==> config.mk <==
export PLATFORM = sky130hd
export DESIGN_NAME = icache_ctrl
export DESIGN_NICKNAME = d
export VERILOG_FILES = /design/src/icache_pkg.sv /design/src/icache_ctrl.sv
export SDC_FILE = /design/constraint.sdc
export NUM_CORES = 1
export LEC_CHECK = 0
export ABC_AREA = 1
export CAP_MARGIN = 5
export CELL_PAD_IN_SITES_DETAIL_PLACEMENT = 1
export CELL_PAD_IN_SITES_GLOBAL_PLACEMENT = 1
export CORE_AREA = 2 2 73 75
export CTS_CLUSTER_SIZE = 25
export DETAILED_ROUTE_END_ITERATION = 8
export DIE_AREA = 0 0 75 77
export DONT_BUFFER_PORTS = 1
export MAX_ROUTING_LAYER = met4
export PLACE_DENSITY_LB_ADDON = 0.1
export SYNTH_ARGS = -nofsm -noshare
export SYNTH_HDL_FRONTEND = slang
export SYNTH_SLANG_ARGS = --single-unit
==> constraint.sdc <==
create_clock -name clk_i -period 4.05 [get_ports clk_i]
set_clock_uncertainty 0.15 [all_clocks]
set_input_delay 0.405 -clock clk_i [delete_from_list [all_inputs] [get_ports clk_i]]
set_output_delay 0.405 -clock clk_i [all_outputs]
set_load 0.03 [all_outputs]
==> src/icache_pkg.sv <==
package icache_pkg;

  // ----------------------------------------
  // Cache geometry
  // ----------------------------------------
  // Two ways, 256 sets, 32-byte lines
  localparam int NUM_WAYS    = 2;
  localparam int LINE_ADDR_W = 8;
  localparam int LINE_OFFS_W = 5;
  // 32-bit AXI beats per line
  localparam int LINE_BEATS  = 8;

  // AXI burst type INCR
  localparam logic [1:0] AXI_BURST_INCR = 2'd1;

  // ----------------------------------------
  // Vector types
  // ----------------------------------------
  typedef logic [31:0]            addr_t;
  typedef logic [31:0]            word_t;
  typedef logic [63:0]            inst_t;
  // PC[12:5]
  typedef logic [LINE_ADDR_W-1:0] line_addr_t;
  // PC[31:13]
  typedef logic [18:0]            tag_t;
  // PC[12:3], one 64-bit row
  typedef logic [9:0]             data_addr_t;
  typedef logic [2:0]             beat_idx_t;
  typedef logic [0:0]             way_t;

  // Controller states
  typedef enum logic [1:0] {
    FLUSH,
    LOOKUP,
    REFILL,
    RELOOKUP
  } state_e;

  // ----------------------------------------
  // Packed structs
  // ----------------------------------------
  typedef struct packed {
    logic valid;
    tag_t tag;
  } tag_entry_t;

  // Fetch side request strobes and PC
  typedef struct packed {
    logic  rd;
    logic  flush;
    logic  invalidate;
    addr_t pc;
  } fetch_req_t;

  // AXI read address channel
  typedef struct packed {
    logic        valid;
    addr_t       addr;
    logic [3:0]  id;
    logic [7:0]  len;
    logic [1:0]  burst;
  } axi_ar_t;

  // AXI read data channel
  typedef struct packed {
    logic       valid;
    word_t      data;
    logic [1:0] resp;
    logic       last;
  } axi_r_t;

endpackage

==> src/icache_ctrl.sv <==
`timescale 1ns/1ps

module icache_ctrl
  import icache_pkg::*;
(
  input  logic                clk_i,
  input  logic                rst_i,
  input  fetch_req_t          req_i,
  input  logic [NUM_WAYS-1:0] hit_i,
  input  logic                line_done_i,
  input  way_t                replace_way_i,
  input  data_addr_t          refill_addr_i,
  output logic                req_accept_o,
  output logic                req_valid_o,
  output logic                refill_start_o,
  output addr_t               lookup_addr_o,
  output line_addr_t          tag_addr_o,
  output tag_entry_t          tag_data_o,
  output logic [NUM_WAYS-1:0] tag_wr_o,
  output data_addr_t          data_addr_o,
  output tag_t                cmp_tag_o
);

  // Lowest tag bit, and byte offset of a 64-bit row
  localparam int TAG_LSB     = LINE_ADDR_W + LINE_OFFS_W;
  localparam int INST_OFFS_W = 3;

  state_e     state_q;
  state_e     state_d;
  logic       lookup_valid_q;
  addr_t      lookup_addr_q;
  line_addr_t flush_addr_q;
  logic       invalidate_q;
  logic       any_hit;
  line_addr_t req_line;
  data_addr_t req_row;
  line_addr_t lookup_line;
  data_addr_t lookup_row;

  // Address fields of incoming PC and of held lookup
  assign req_line    = req_i.pc[TAG_LSB-1:LINE_OFFS_W];
  assign req_row     = req_i.pc[TAG_LSB-1:INST_OFFS_W];
  assign lookup_line = lookup_addr_q[TAG_LSB-1:LINE_OFFS_W];
  assign lookup_row  = lookup_addr_q[TAG_LSB-1:INST_OFFS_W];
  assign cmp_tag_o   = lookup_addr_q[31:TAG_LSB];

  assign lookup_addr_o = lookup_addr_q;
  assign any_hit       = |hit_i;

  // ----------------------------------------
  // State machine
  // ----------------------------------------
  always_comb
  begin
    state_d = state_q;
    case (state_q)
      FLUSH:
      begin
        // Single set for invalidate, else walk to last set
        if (invalidate_q || flush_addr_q == '1)
          state_d = LOOKUP;
      end
      LOOKUP:
      begin
        // Miss takes priority over maintenance strobes
        if (lookup_valid_q && !any_hit)
          state_d = REFILL;
        else if (req_i.invalidate || req_i.flush)
          state_d = FLUSH;
      end
      REFILL:
      begin
        if (line_done_i)
          state_d = RELOOKUP;
      end
      default:
        state_d = LOOKUP;
    endcase
  end

  always_ff @(posedge clk_i or posedge rst_i)
  begin
    if (rst_i)
      state_q <= FLUSH;
    else
      state_q <= state_d;
  end

  // Fetch side strobes
  assign req_accept_o   = (state_q == LOOKUP) && (state_d != REFILL);
  assign req_valid_o    = lookup_valid_q && (state_q == LOOKUP) && any_hit;
  assign refill_start_o = (state_q == LOOKUP) && (state_d == REFILL);

  // ----------------------------------------
  // Lookup registers
  // ----------------------------------------
  always_ff @(posedge clk_i or posedge rst_i)
  begin
    if (rst_i)
      lookup_valid_q <= 1'b0;
    else if (req_i.rd && req_accept_o)
      lookup_valid_q <= 1'b1;
    else if (req_valid_o)
      lookup_valid_q <= 1'b0;
  end

  // PC held for compare, refill and relookup
  always_ff @(posedge clk_i)
  begin
    if (req_i.rd && req_accept_o)
      lookup_addr_q <= req_i.pc;
  end

  // ----------------------------------------
  // Flush / invalidate counter
  // ----------------------------------------
  always_ff @(posedge clk_i or posedge rst_i)
  begin
    if (rst_i)
      flush_addr_q <= '0;
    else if (state_q == FLUSH)
      flush_addr_q <= flush_addr_q + 1'b1;
    else if (req_i.invalidate && req_accept_o)
      flush_addr_q <= req_line;
    else
      flush_addr_q <= '0;
  end

  // Marks a one-set flush
  always_ff @(posedge clk_i or posedge rst_i)
  begin
    if (rst_i)
      invalidate_q <= 1'b0;
    else
      invalidate_q <= req_i.invalidate && req_accept_o;
  end

  // ----------------------------------------
  // RAM address and tag write muxing
  // ----------------------------------------
  always_comb
  begin
    tag_addr_o = req_line;
    tag_data_o = '0;
    tag_wr_o   = '0;
    case (state_q)
      FLUSH:
      begin
        // Cleared entry into every way
        tag_addr_o = flush_addr_q;
        tag_wr_o   = '1;
      end
      REFILL:
      begin
        // Valid entry into replacement way on last beat
        tag_addr_o               = lookup_line;
        tag_data_o.valid         = 1'b1;
        tag_data_o.tag           = cmp_tag_o;
        tag_wr_o[replace_way_i]  = line_done_i;
      end
      RELOOKUP:
        tag_addr_o = lookup_line;
      default:
        tag_addr_o = req_line;
    endcase
  end

  always_comb
  begin
    case (state_q)
      REFILL:   data_addr_o = refill_addr_i;
      RELOOKUP: data_addr_o = lookup_row;
      default:  data_addr_o = req_row;
    endcase
  end

endmodule

==> results_dict.tcl <==
set metrics [dict create \
    timing.critical_path.from_type "register" \
    grt_start_max_net_pins 33 \
    finish.cell_count_without_fillers 301 \
    max_cap_violations 0 \
    cts.clk_slew.worst_paths_ns 0.08 \
    std_cell_rows 26 \
    postRouteWirelength_um 5640 \
    synth-warning-count 0 \
    unrepaired_setup_endpoints_after_global_routing "no" \
    place_ws_ns 1.21 \
    synth.ff_latch_count 44 \
    final.setup.worst_slack_ns 0.918 \
    worst-path-max-fanout 21 \
    initial_utilization_pct 44.9 \
    hold_buffers 1 \
    fin_crit_ns 3.13 \
    leakage_nw 0.959 \
    synth.lib_cells_used.distinct 21 \
    share_of_cells_above_drive_strength_1_pct 6.93 \
    avgViaCountPerCell 5.39 \
    finish.net_count 282 \
    hold_path.class "in2reg" \
    drc_errors 0 \
    timing.fmax_mhz 319 \
    finalCritPeriodShare_pct 77.3 \
    io_pins 145 \
    layout.cells.most_common_list "65 x nand2_1, 34 x inv_1, 32 x edfxtp_1" \
    cts_max_level 2 \
    cts_num_sinks 44 \
    detail_route.first_pass.iterations 4 \
    critPathMostFrequentCell "nand2_1" \
    final.setup.tns_ns 0 \
    critical_path_buf_inv_count 1 \
    dr.first_iter.drc_count 57 \
    cp_slowest_stage_delay_ns 0.77 \
    cell_area_synth_um2 2230 \
    ys_seq_area_share_pct 56.4 \
    power.density_nw_per_um2 706 \
    worst_skew_pair.late_latency_ns 0.29 \
    max_slew_margin_pct 36.7 \
    cts_repair_resize_count 0 \
    peakVddDrop_mv 0.228 \
    nFillCells 591 \
    final_common_cell "nand2_1" \
    critical_path.top_delay_family "flip-flops" \
    antenna_violations_before_repair 0 \
    wirelength_per_cell_um 18.7 \
    post_dp_cell_area_um2 2140 \
    synth.net_count 300 \
    worst_setup_path_end_kind "primary output" \
    syn_avg_cell_area_um2 9.01 \
    clock_buffers_created_by_tritoncts 5 \
    final-hold-violation-count 0 \
    port_buffers 0 \
    gr-usage-all-layers_pct 20.3 \
    hpwl_um 4200 \
    tightest_slew_ns 0.939 \
    post_cts.repair.setup_buffers 0 \
    global_route_wire_length_before_repair_um 8550 \
    cts_root_buffer "clkbuf_8" \
    diodes 0 \
    grt_pass1_vias 1642 \
    worst_ep_arrival_time_ns 2.58 \
    postSynthCellCount 248 \
    run_status "finished, final reports clean" \
    finalInstanceArea_um2 2230 \
    chipHeight_um 77 \
    worst-endpoint-required_ns 3.49 \
    place.gp.congestion 0.802 \
    vias 1623 \
    die-area_um2 5780 \
    post-place-cells 292 \
    timing.critical_path.cells "nand2_1 -> inv_2 -> nand2_1 -> o211ai_1" \
    die_w_um 75 \
    core_area_um2 4980 \
    finalSetupViolations 0 \
    cts_tree "yes" \
    final_antenna_net_count 0 \
    cts.path.max_buffers 2 \
    grt-ovfl-total 0 \
    layout.area.seq_um2 1260 \
    area_delta_synth_final_pct -0.000134 \
    area_occupied_by_multi_input_gates_um2 642 \
    timing.critical_path.slowest_stage_cell "dfrtp_1" \
    critical_path_class "reg2out" \
    timing_max_transition_violations_final 0 \
]
[path summary, 6_finish.rpt]
check / startpoint / to / slack [ns] / cells after the start
max in group asynchronous: rst_i / flush_addr_q[2]$_DFF_PP0_ / 2.98 / 2
hold / removal: req_i[11] / lookup_addr_o[11]$_DFFE_PP_ / 0.05 / 0
setup / recovery: state_q[1]$_DFF_PP0_ / data_addr_o[7] / 0.92 / 4
setup reg to reg: state_q[1]$_DFF_PP0_ / lookup_addr_o[28]$_DFFE_PP_ / 1.76 / 5
hold reg to reg: invalidate_q$_DFF_PP0_ / state_q[0]$_DFF_PP0_ / 0.40 / 4
min in group asynchronous: rst_i / flush_addr_q[5]$_DFF_PP0_ / 0.43 / 2
[flip-flops by register name, indices dropped and copies added (netlist names)]
| signal | cells |
|---|---|
| invalidate_q | 1 |
| state_q | 2 |
| lookup_valid_q | 1 |
| lookup_addr_o | 32 |
| flush_addr_q | 8 |
[synthesized netlist by cell type (all sizes together)]
cell     n  area (um2)
ha       1        12.5
dfrtp   12         300
a31oi    1        6.26
o211ai   4        30.0
inv     41         154
nand3   14        75.1
xnor2    1        8.76
buf     26         178
o221ai   8        70.1
nor2    29         114
nand2   65         244
edfxtp  32         961
o21ai   10        50.0
a22oi    2        15.0
nor3     1        10.0
o22ai    1        6.26
[report_power, final]
| part | switching (mW) | total, mW | internal (mW) |
|---|---|---|---|
| Combinational | 0.424 | 0.527 | 0.102 |
| Clock | 0.140 | 0.260 | 0.120 |
| Sequential | 0.210 | 0.790 | 0.580 |
[logic make-up (layout without fill, tap and decap cells)]
logic type	count (synthesis)	in the layout	synth area share (%)
adder cells (fa/ha/maj)	1	1	0.560
AND/OR/NAND/NOR	109	109	19.8
flip-flops	44	44	56.4
AO/OA/AOI/OAI	26	26	7.95
XOR/XNOR	1	1	0.392
buffers and inverters	67	50	14.8
[metrics by stage]
| stage | hold slack, ns | power, mW | utilization, % |
|---|---|---|---|
| 2_1_floorplan | 0.120 | 1.26 | - |
| 5_1_grt | 0.0325 | 1.67 | 44.9 |
| 4_1_cts | 0.0418 | 1.59 | 44.9 |
| 3_3_place_gp | 0.205 | 1.31 | 43.1 |
| 3_5_place_dp | 0.217 | 1.33 | 43.1 |
| 6_report | 0.0511 | 1.58 | 44.9 |
[final cells by class]
cell class / instances / share of cell area [%]
multi-input cells: 137 / 28.7
well taps: 70 / 3.92
inverters: 41 / 6.89
clock inverters: 1 / 0.168
repair buffers: 1 / 0.448
flip-flops and latches: 44 / 56.4
clock buffers: 7 / 3.42
[per-layer routing]
metal / vias up / GRT usage [%] / share of wire [%]
li1: 747 / - / -
met1: 763 / 23.7 / 40
met2: 105 / 33.0 / 48
met3: 8 / 6.96 / 10
met4: 0 / 5.54 / 1.3
met5: - / - / 0
Power figures use the tool's default switching activity.
