--- src/icache_pkg.sv ---
package icache_pkg;

  // ----------------------------------------
  // Cache geometry
  // ----------------------------------------
  // Two ways, 256 sets, 32-byte lines
  localparam int NUM_WAYS    = 2;
  localparam int LINE_ADDR_W = 8;
  localparam int LINE_OFFS_W = 5;
  // 32-bit AXI beats per line
  localparam int LINE_BEATS  = 8;

  // AXI burst type INCR
  localparam logic [1:0] AXI_BURST_INCR = 2'd1;

  // ----------------------------------------
  // Vector types
  // ----------------------------------------
  typedef logic [31:0]            addr_t;
  typedef logic [31:0]            word_t;
  typedef logic [63:0]            inst_t;
  // PC[12:5]
  typedef logic [LINE_ADDR_W-1:0] line_addr_t;
  // PC[31:13]
  typedef logic [18:0]            tag_t;
  // PC[12:3], one 64-bit row
  typedef logic [9:0]             data_addr_t;
  typedef logic [2:0]             beat_idx_t;
  typedef logic [0:0]             way_t;

  // Controller states
  typedef enum logic [1:0] {
    FLUSH,
    LOOKUP,
    REFILL,
    RELOOKUP
  } state_e;

  // ----------------------------------------
  // Packed structs
  // ----------------------------------------
  typedef struct packed {
    logic valid;
    tag_t tag;
  } tag_entry_t;

  // Fetch side request strobes and PC
  typedef struct packed {
    logic  rd;
    logic  flush;
    logic  invalidate;
    addr_t pc;
  } fetch_req_t;

  // AXI read address channel
  typedef struct packed {
    logic        valid;
    addr_t       addr;
    logic [3:0]  id;
    logic [7:0]  len;
    logic [1:0]  burst;
  } axi_ar_t;

  // AXI read data channel
  typedef struct packed {
    logic       valid;
    word_t      data;
    logic [1:0] resp;
    logic       last;
  } axi_r_t;

endpackage

--- src/icache_refill.sv ---
`timescale 1ns/1ps

module icache_refill
  import icache_pkg::*;
#(
  parameter int AXI_ID = 0
)
(
  input  logic                clk_i,
  input  logic                rst_i,
  input  logic                refill_start_i,
  input  addr_t               lookup_addr_i,
  input  logic                ar_ready_i,
  input  axi_r_t              r_i,
  input  logic                fetch_valid_i,
  output axi_ar_t             ar_o,
  output logic                r_ready_o,
  output logic                line_done_o,
  output way_t                replace_way_o,
  output data_addr_t          refill_addr_o,
  output inst_t               refill_data_o,
  output logic [NUM_WAYS-1:0] data_wr_o,
  output logic                error_o
);

  // Row field of a line-aligned address
  localparam int ROW_MSB = LINE_ADDR_W + LINE_OFFS_W - 1;

  logic      ar_hold_q;
  beat_idx_t beat_q;
  word_t     lower_q;
  way_t      replace_q;
  logic      beat;

  assign beat = r_i.valid && r_ready_o;

  // ----------------------------------------
  // AR channel
  // ----------------------------------------
  // Raised with the start pulse, held until arready
  assign ar_o.valid = refill_start_i || ar_hold_q;
  assign ar_o.addr  = {lookup_addr_i[31:LINE_OFFS_W], {LINE_OFFS_W{1'b0}}};
  assign ar_o.id    = 4'(AXI_ID);
  assign ar_o.len   = 8'(LINE_BEATS - 1);
  assign ar_o.burst = AXI_BURST_INCR;

  always_ff @(posedge clk_i or posedge rst_i)
  begin
    if (rst_i)
      ar_hold_q <= 1'b0;
    else
      ar_hold_q <= ar_o.valid && !ar_ready_i;
  end

  // No back-pressure on read data
  assign r_ready_o = 1'b1;

  // ----------------------------------------
  // Beat packing
  // ----------------------------------------
  always_ff @(posedge clk_i or posedge rst_i)
  begin
    if (rst_i)
      beat_q <= '0;
    else if (beat && r_i.last)
      beat_q <= '0;
    else if (beat)
      beat_q <= beat_q + 1'b1;
  end

  // Previous beat becomes low half of the row
  always_ff @(posedge clk_i)
  begin
    if (beat)
      lower_q <= r_i.data;
  end

  assign refill_data_o = {r_i.data, lower_q};

  // Row pointer, starts at line base, steps after odd beats
  always_ff @(posedge clk_i or posedge rst_i)
  begin
    if (rst_i)
      refill_addr_o <= '0;
    else if (refill_start_i)
      refill_addr_o <= ar_o.addr[ROW_MSB:3];
    else if (beat && beat_q[0])
      refill_addr_o <= refill_addr_o + 1'b1;
  end

  // Even beats write half rows, odd beats complete them
  always_comb
  begin
    data_wr_o = '0;
    data_wr_o[replace_q] = beat;
  end

  assign line_done_o = beat && r_i.last;

  // ----------------------------------------
  // Replacement toggle
  // ----------------------------------------
  always_ff @(posedge clk_i or posedge rst_i)
  begin
    if (rst_i)
      replace_q <= '0;
    else if (line_done_o)
      replace_q <= ~replace_q;
  end

  assign replace_way_o = replace_q;

  // ----------------------------------------
  // Sticky fetch error
  // ----------------------------------------
  // Any non-OKAY beat, cleared once the fetch completes
  always_ff @(posedge clk_i or posedge rst_i)
  begin
    if (rst_i)
      error_o <= 1'b0;
    else if (beat && r_i.resp != 2'b00)
      error_o <= 1'b1;
    else if (fetch_valid_i)
      error_o <= 1'b0;
  end

endmodule

--- config.mk ---
export PLATFORM = sky130hd
export DESIGN_NAME = icache_refill
export DESIGN_NICKNAME = d
export VERILOG_FILES = /design/src/icache_pkg.sv /design/src/icache_refill.sv
export SDC_FILE = /design/constraint.sdc
export NUM_CORES = 1
export LEC_CHECK = 0
export BUFFER_PORTS_ARGS = -buffer_cell sky130_fd_sc_hd__buf_2
export CAP_MARGIN = 20
export CORE_ASPECT_RATIO = 1.4
export CORE_MARGIN = 2
export CORE_UTILIZATION = 30
export DETAILED_ROUTE_END_ITERATION = 7
export PLACE_DENSITY = 0.66
export RECOVER_POWER = 100
export SLEW_MARGIN = 10
export SYNTH_ARGS = -nofsm -noshare
export SYNTH_HDL_FRONTEND = slang
export SYNTH_SLANG_ARGS = --single-unit
--- constraint.sdc ---
create_clock -name clk_i -period 4 [get_ports clk_i]
set_input_delay 0.8 -clock clk_i [delete_from_list [all_inputs] [get_ports clk_i]]
set_output_delay 0.8 -clock clk_i [all_outputs]
set_load 0.05 [all_outputs]
==> results.tsv <==
stage	metric	value	unit
power	LEAKAGE	1.01	nW
clock_tree	CTS root buffer	clkbuf_8	
routing	routed vias/inst	4.14	
clock_tree	clk slew on worst S/H paths	80	ps
timing	Slew @ Worst Pin	1110	ps
routing	Metal-1 WL	1680	um
power	sequential share of power	0.422	
worst_setup_path	R2R depth	4	
logic_synthesis	synthesized instance count	192	
cells_and_area	Nets	347	
routing	Detailed Route WL	4760	um
timing	final hold vios	0	
cells_and_area	Layout area overhead	12.0	%
global_route	GRT Overall Usage	0.103	
worst_setup_path	Reg-to-Reg Start	refill_addr_o[0]	
worst_setup_path	Worst R2R Setup Slack	2560	ps
placement	Placer Congestion	0.751	
min_path	hold path depth	1	
worst_setup_path	CP max FO	22	
timing	Final Critical Period	3110	ps
floorplanning	total die area	8410	um2
timing	worst rel slew slack	0.261	
clock_tree	CTS tree	yes	
clock_tree	CTS resizes	0	
min_path	Min-Delay Path Class	flop to flop	
power	Max IR drop VDD	0.000246	V
floorplanning	Die Y	108	um
cells_and_area	layout cells sized above 1	0.157	
cells_and_area	number of diodes	0	
worst_setup_path	Worst Path Arrival	2310	ps
placement	dpl hpwl	3790	um
clock_tree	Longest Clk Path Bufs	2	
cells_and_area	Post-Layout Cell Count	371	
min_path	Min-Delay Startpoint	replace_way_o	
status	status	finished clean	
worst_setup_path	CP Buf/Inv Count	2	
power	combinational share of power	0.294	
clock_tree	H-tree depth	2	
job	max cap viols	0	
global_route	GRT overflow	0	
floorplanning	IO Count	200	
timing	setup repair after global routing missed its margin	false	
clock_tree	worst skew pair latency	290	ps
worst_setup_path	Worst EP required	3200	ps
clock_tree	setup bufs post-CTS	0	
clock_tree	clock sinks	46	
placement	IO Port Bufs	136	
placement	Placed Instances	363	
floorplanning	Row Count	37	
worst_setup_path	RR Endpoint	refill_addr_o[4]	
min_path	Worst Hold Path EP	replace_way_o	
timing	minimum hold slack	545	ps
routing	highest metal used	met4	
power	sw frac	0.379	
logic_synthesis	Post-Syn Area	2300	um2
global_route	first-pass GRT wire length	6630	um
timing	Tcrit/Tclk final	0.777	
power	Sw Pwr	0.525	mW
timing	fmax	322	MHz
floorplanning	Die Wd	78.1	um
timing	post-route setup slack	891	ps
logic_synthesis	Syn. warnings	0	
floorplanning	Core Box Area	7410	um2
worst_setup_path	family with the most delay on the worst path	buffers and inverters	
worst_setup_path	Startpoint Class	input port	
routing	routed wl met3	503	um
global_route	vias in the first global route	1344	
timing	Setup-failing EPs final	0	
timing	Final Skew	5.80	ps
timing	Sum Neg Setup Slack	0	ps
power	Clk pwr share	0.285	
worst_setup_path	Worst path max stage delay	800	ps
routing	via count	1535	
routing	DRT Pass-1 Iters	3	
worst_setup_path	slowest stage cell on the critical path	clkbuf_1	
worst_setup_path	critical-path cell list	clkbuf_1 > and2_1 > clkbuf_1	
routing	drt wl/cell	12.8	um
routing	Routed Antenna Nets	0	
global_route	largest net degree at the start of global routing	23	
worst_setup_path	Worst Setup End Kind	primary output	
routing	Post-route DRC	0	
timing	Slew Viols, Final	0	
logic_synthesis	Netlist cell types	28	
clock_tree	hold buffer count at CTS	0	
logic_synthesis	synthesis-stage register bit count	46	
worst_setup_path	Crit Path Category	input port to primary output	
routing	starting DRC count in detailed routing	17	
global_route	initial antenna violation count	0	
logic_synthesis	sequential fraction of the synthesis area	0.569	
worst_setup_path	cell seen most often among critical-path stages	clkbuf_1	
clock_tree	clock buffer count from CTS	5	
cells_and_area	# fillers	817	
power	pwr/cell area	537	nW/um2
cells_and_area	utilization after layout	0.348	
power	cell internal pwr	0.860	mW
floorplanning	Initial Util	0.311	
logic_synthesis	Post-Syn Area per Cell	12.0	um2
routing	routed length on met2	2420	um
placement	dpl ws	1480	ps
[power groups by stage]
stage | Combinational [mW] | Clock, mW | Sequential (mW)
3_5_place_dp | 0.431 | 0 | 0.594
5_1_grt | 0.423 | 0.428 | 0.590
6_report | 0.407 | 0.394 | 0.584
4_1_cts | 0.432 | 0.411 | 0.584
3_3_place_gp | 0.430 | 0 | 0.592
2_1_floorplan | 0.272 | 0 | 0.737
[sequential cells by signal (all words and copies together), names as in the netlist]
signal         cells
lower_q           32
refill_addr_o     10
ar_hold_q          1
beat_q             1
error_o            1
replace_way_o      1
[worst max-delay path by stage]
stage	startpoint	cells after the start	slack, ps	to
3_5_place_dp	r_i[35]	3	1480	line_done_o
6_report	r_i[35]	3	890	data_wr_o[1]
4_1_cts	r_i[35]	3	1470	line_done_o
2_1_floorplan	r_i[35]	2	1520	data_wr_o[0]
3_3_place_gp	r_i[35]	3	1510	line_done_o
5_1_grt	r_i[35]	3	770	data_wr_o[0]
[metal layers]
layer  GRT usage  up-vias
met2       0.194      110
met4      0.0652        0
met5           0        -
met3      0.0319       18
li1            -      722
met1      0.0939      685
[cells in the mapped netlist]
cell,number,area share
buf_4,79,0.26
edfxtp_1,32,0.42
dfrtp_1,14,0.15
nand3_1,9,0.020
nand2_1,8,0.013
inv_1,6,0.0098
or4_1,6,0.020
nor2_1,4,0.0065
o211ai_1,4,0.013
o21ai_0,4,0.0087
nor2b_1,3,0.0081
a31oi_1,2,0.0054
and2_1,2,0.0054
conb_1,2,0.0033
nand4_1,2,0.0054
o31ai_1,2,0.0065
xor2_1,2,0.0076
a21oi_1,1,0.0022
a22oi_1,1,0.0033
buf_2,1,0.0022
clkbuf_1,1,0.0016
ha_1,1,0.0054
mux2i_1,1,0.0043
nand2b_1,1,0.0027
nand4_4,1,0.0092
or2_2,1,0.0027
or4b_1,1,0.0043
xnor2_1,1,0.0038
[kinds of logic (layout without fill, tap and decap cells)]
kind of cell	after synthesis	count (layout)	synth area share
AOI/OAI and AO/OA	14	14	0.0391
xor gates and xnor gates	3	3	0.0114
adders and majority gates	1	1	0.00543
buffers and inverters	87	151	0.271
DFF	46	46	0.569
muxes	1	1	0.00434
other	2	20	0.00326
and+or+nand+nor	38	38	0.0966
[cell usage in the layout (no fill, tap or decap)]
master | Yosys | layout
and2_1 | 2 | 1
nand4_1 | 2 | 2
or4_1 | 6 | 6
ha_1 | 1 | 1
nor2_1 | 4 | 4
nand4_4 | 1 | 1
bufinv_16 | 0 | 2
nor2b_1 | 3 | 3
o31ai_1 | 2 | 2
buf_2 | 1 | 34
or2_2 | 1 | 1
nand3_1 | 9 | 9
a22oi_1 | 1 | 1
or4b_1 | 1 | 1
o211ai_1 | 4 | 4
nand2b_1 | 1 | 1
clkbuf_1 | 1 | 103
inv_1 | 6 | 6
o21ai_0 | 4 | 4
a31oi_1 | 2 | 2
xnor2_1 | 1 | 1
clkbuf_8 | 0 | 5
a21oi_1 | 1 | 1
xor2_1 | 2 | 2
and2_0 | 0 | 1
edfxtp_1 | 32 | 32
conb_1 | 2 | 20
dfrtp_1 | 14 | 14
mux2i_1 | 1 | 1
nand2_1 | 8 | 8
clkinv_1 | 0 | 1
[layout make-up]
class	count	area [um2]	share of cell area
inverter	6	22.5	0.00873
clock inverter	3	63.8	0.0247
clock buffer	5	68.8	0.0267
tap	97	121	0.0470
timing repair buffer	137	557	0.216
multi-input combinational	77	437	0.169
sequential	46	1310	0.508
[through the flow]
stage	instance area (um2)	power, mW
2_1_floorplan	2370	1.01
3_3_place_gp	2580	1.02
3_5_place_dp	2580	1.03
4_1_cts	2710	1.43
5_1_grt	2580	1.44
6_report	2580	1.39
No activity file was read; power rests on OpenSTA's default activity.
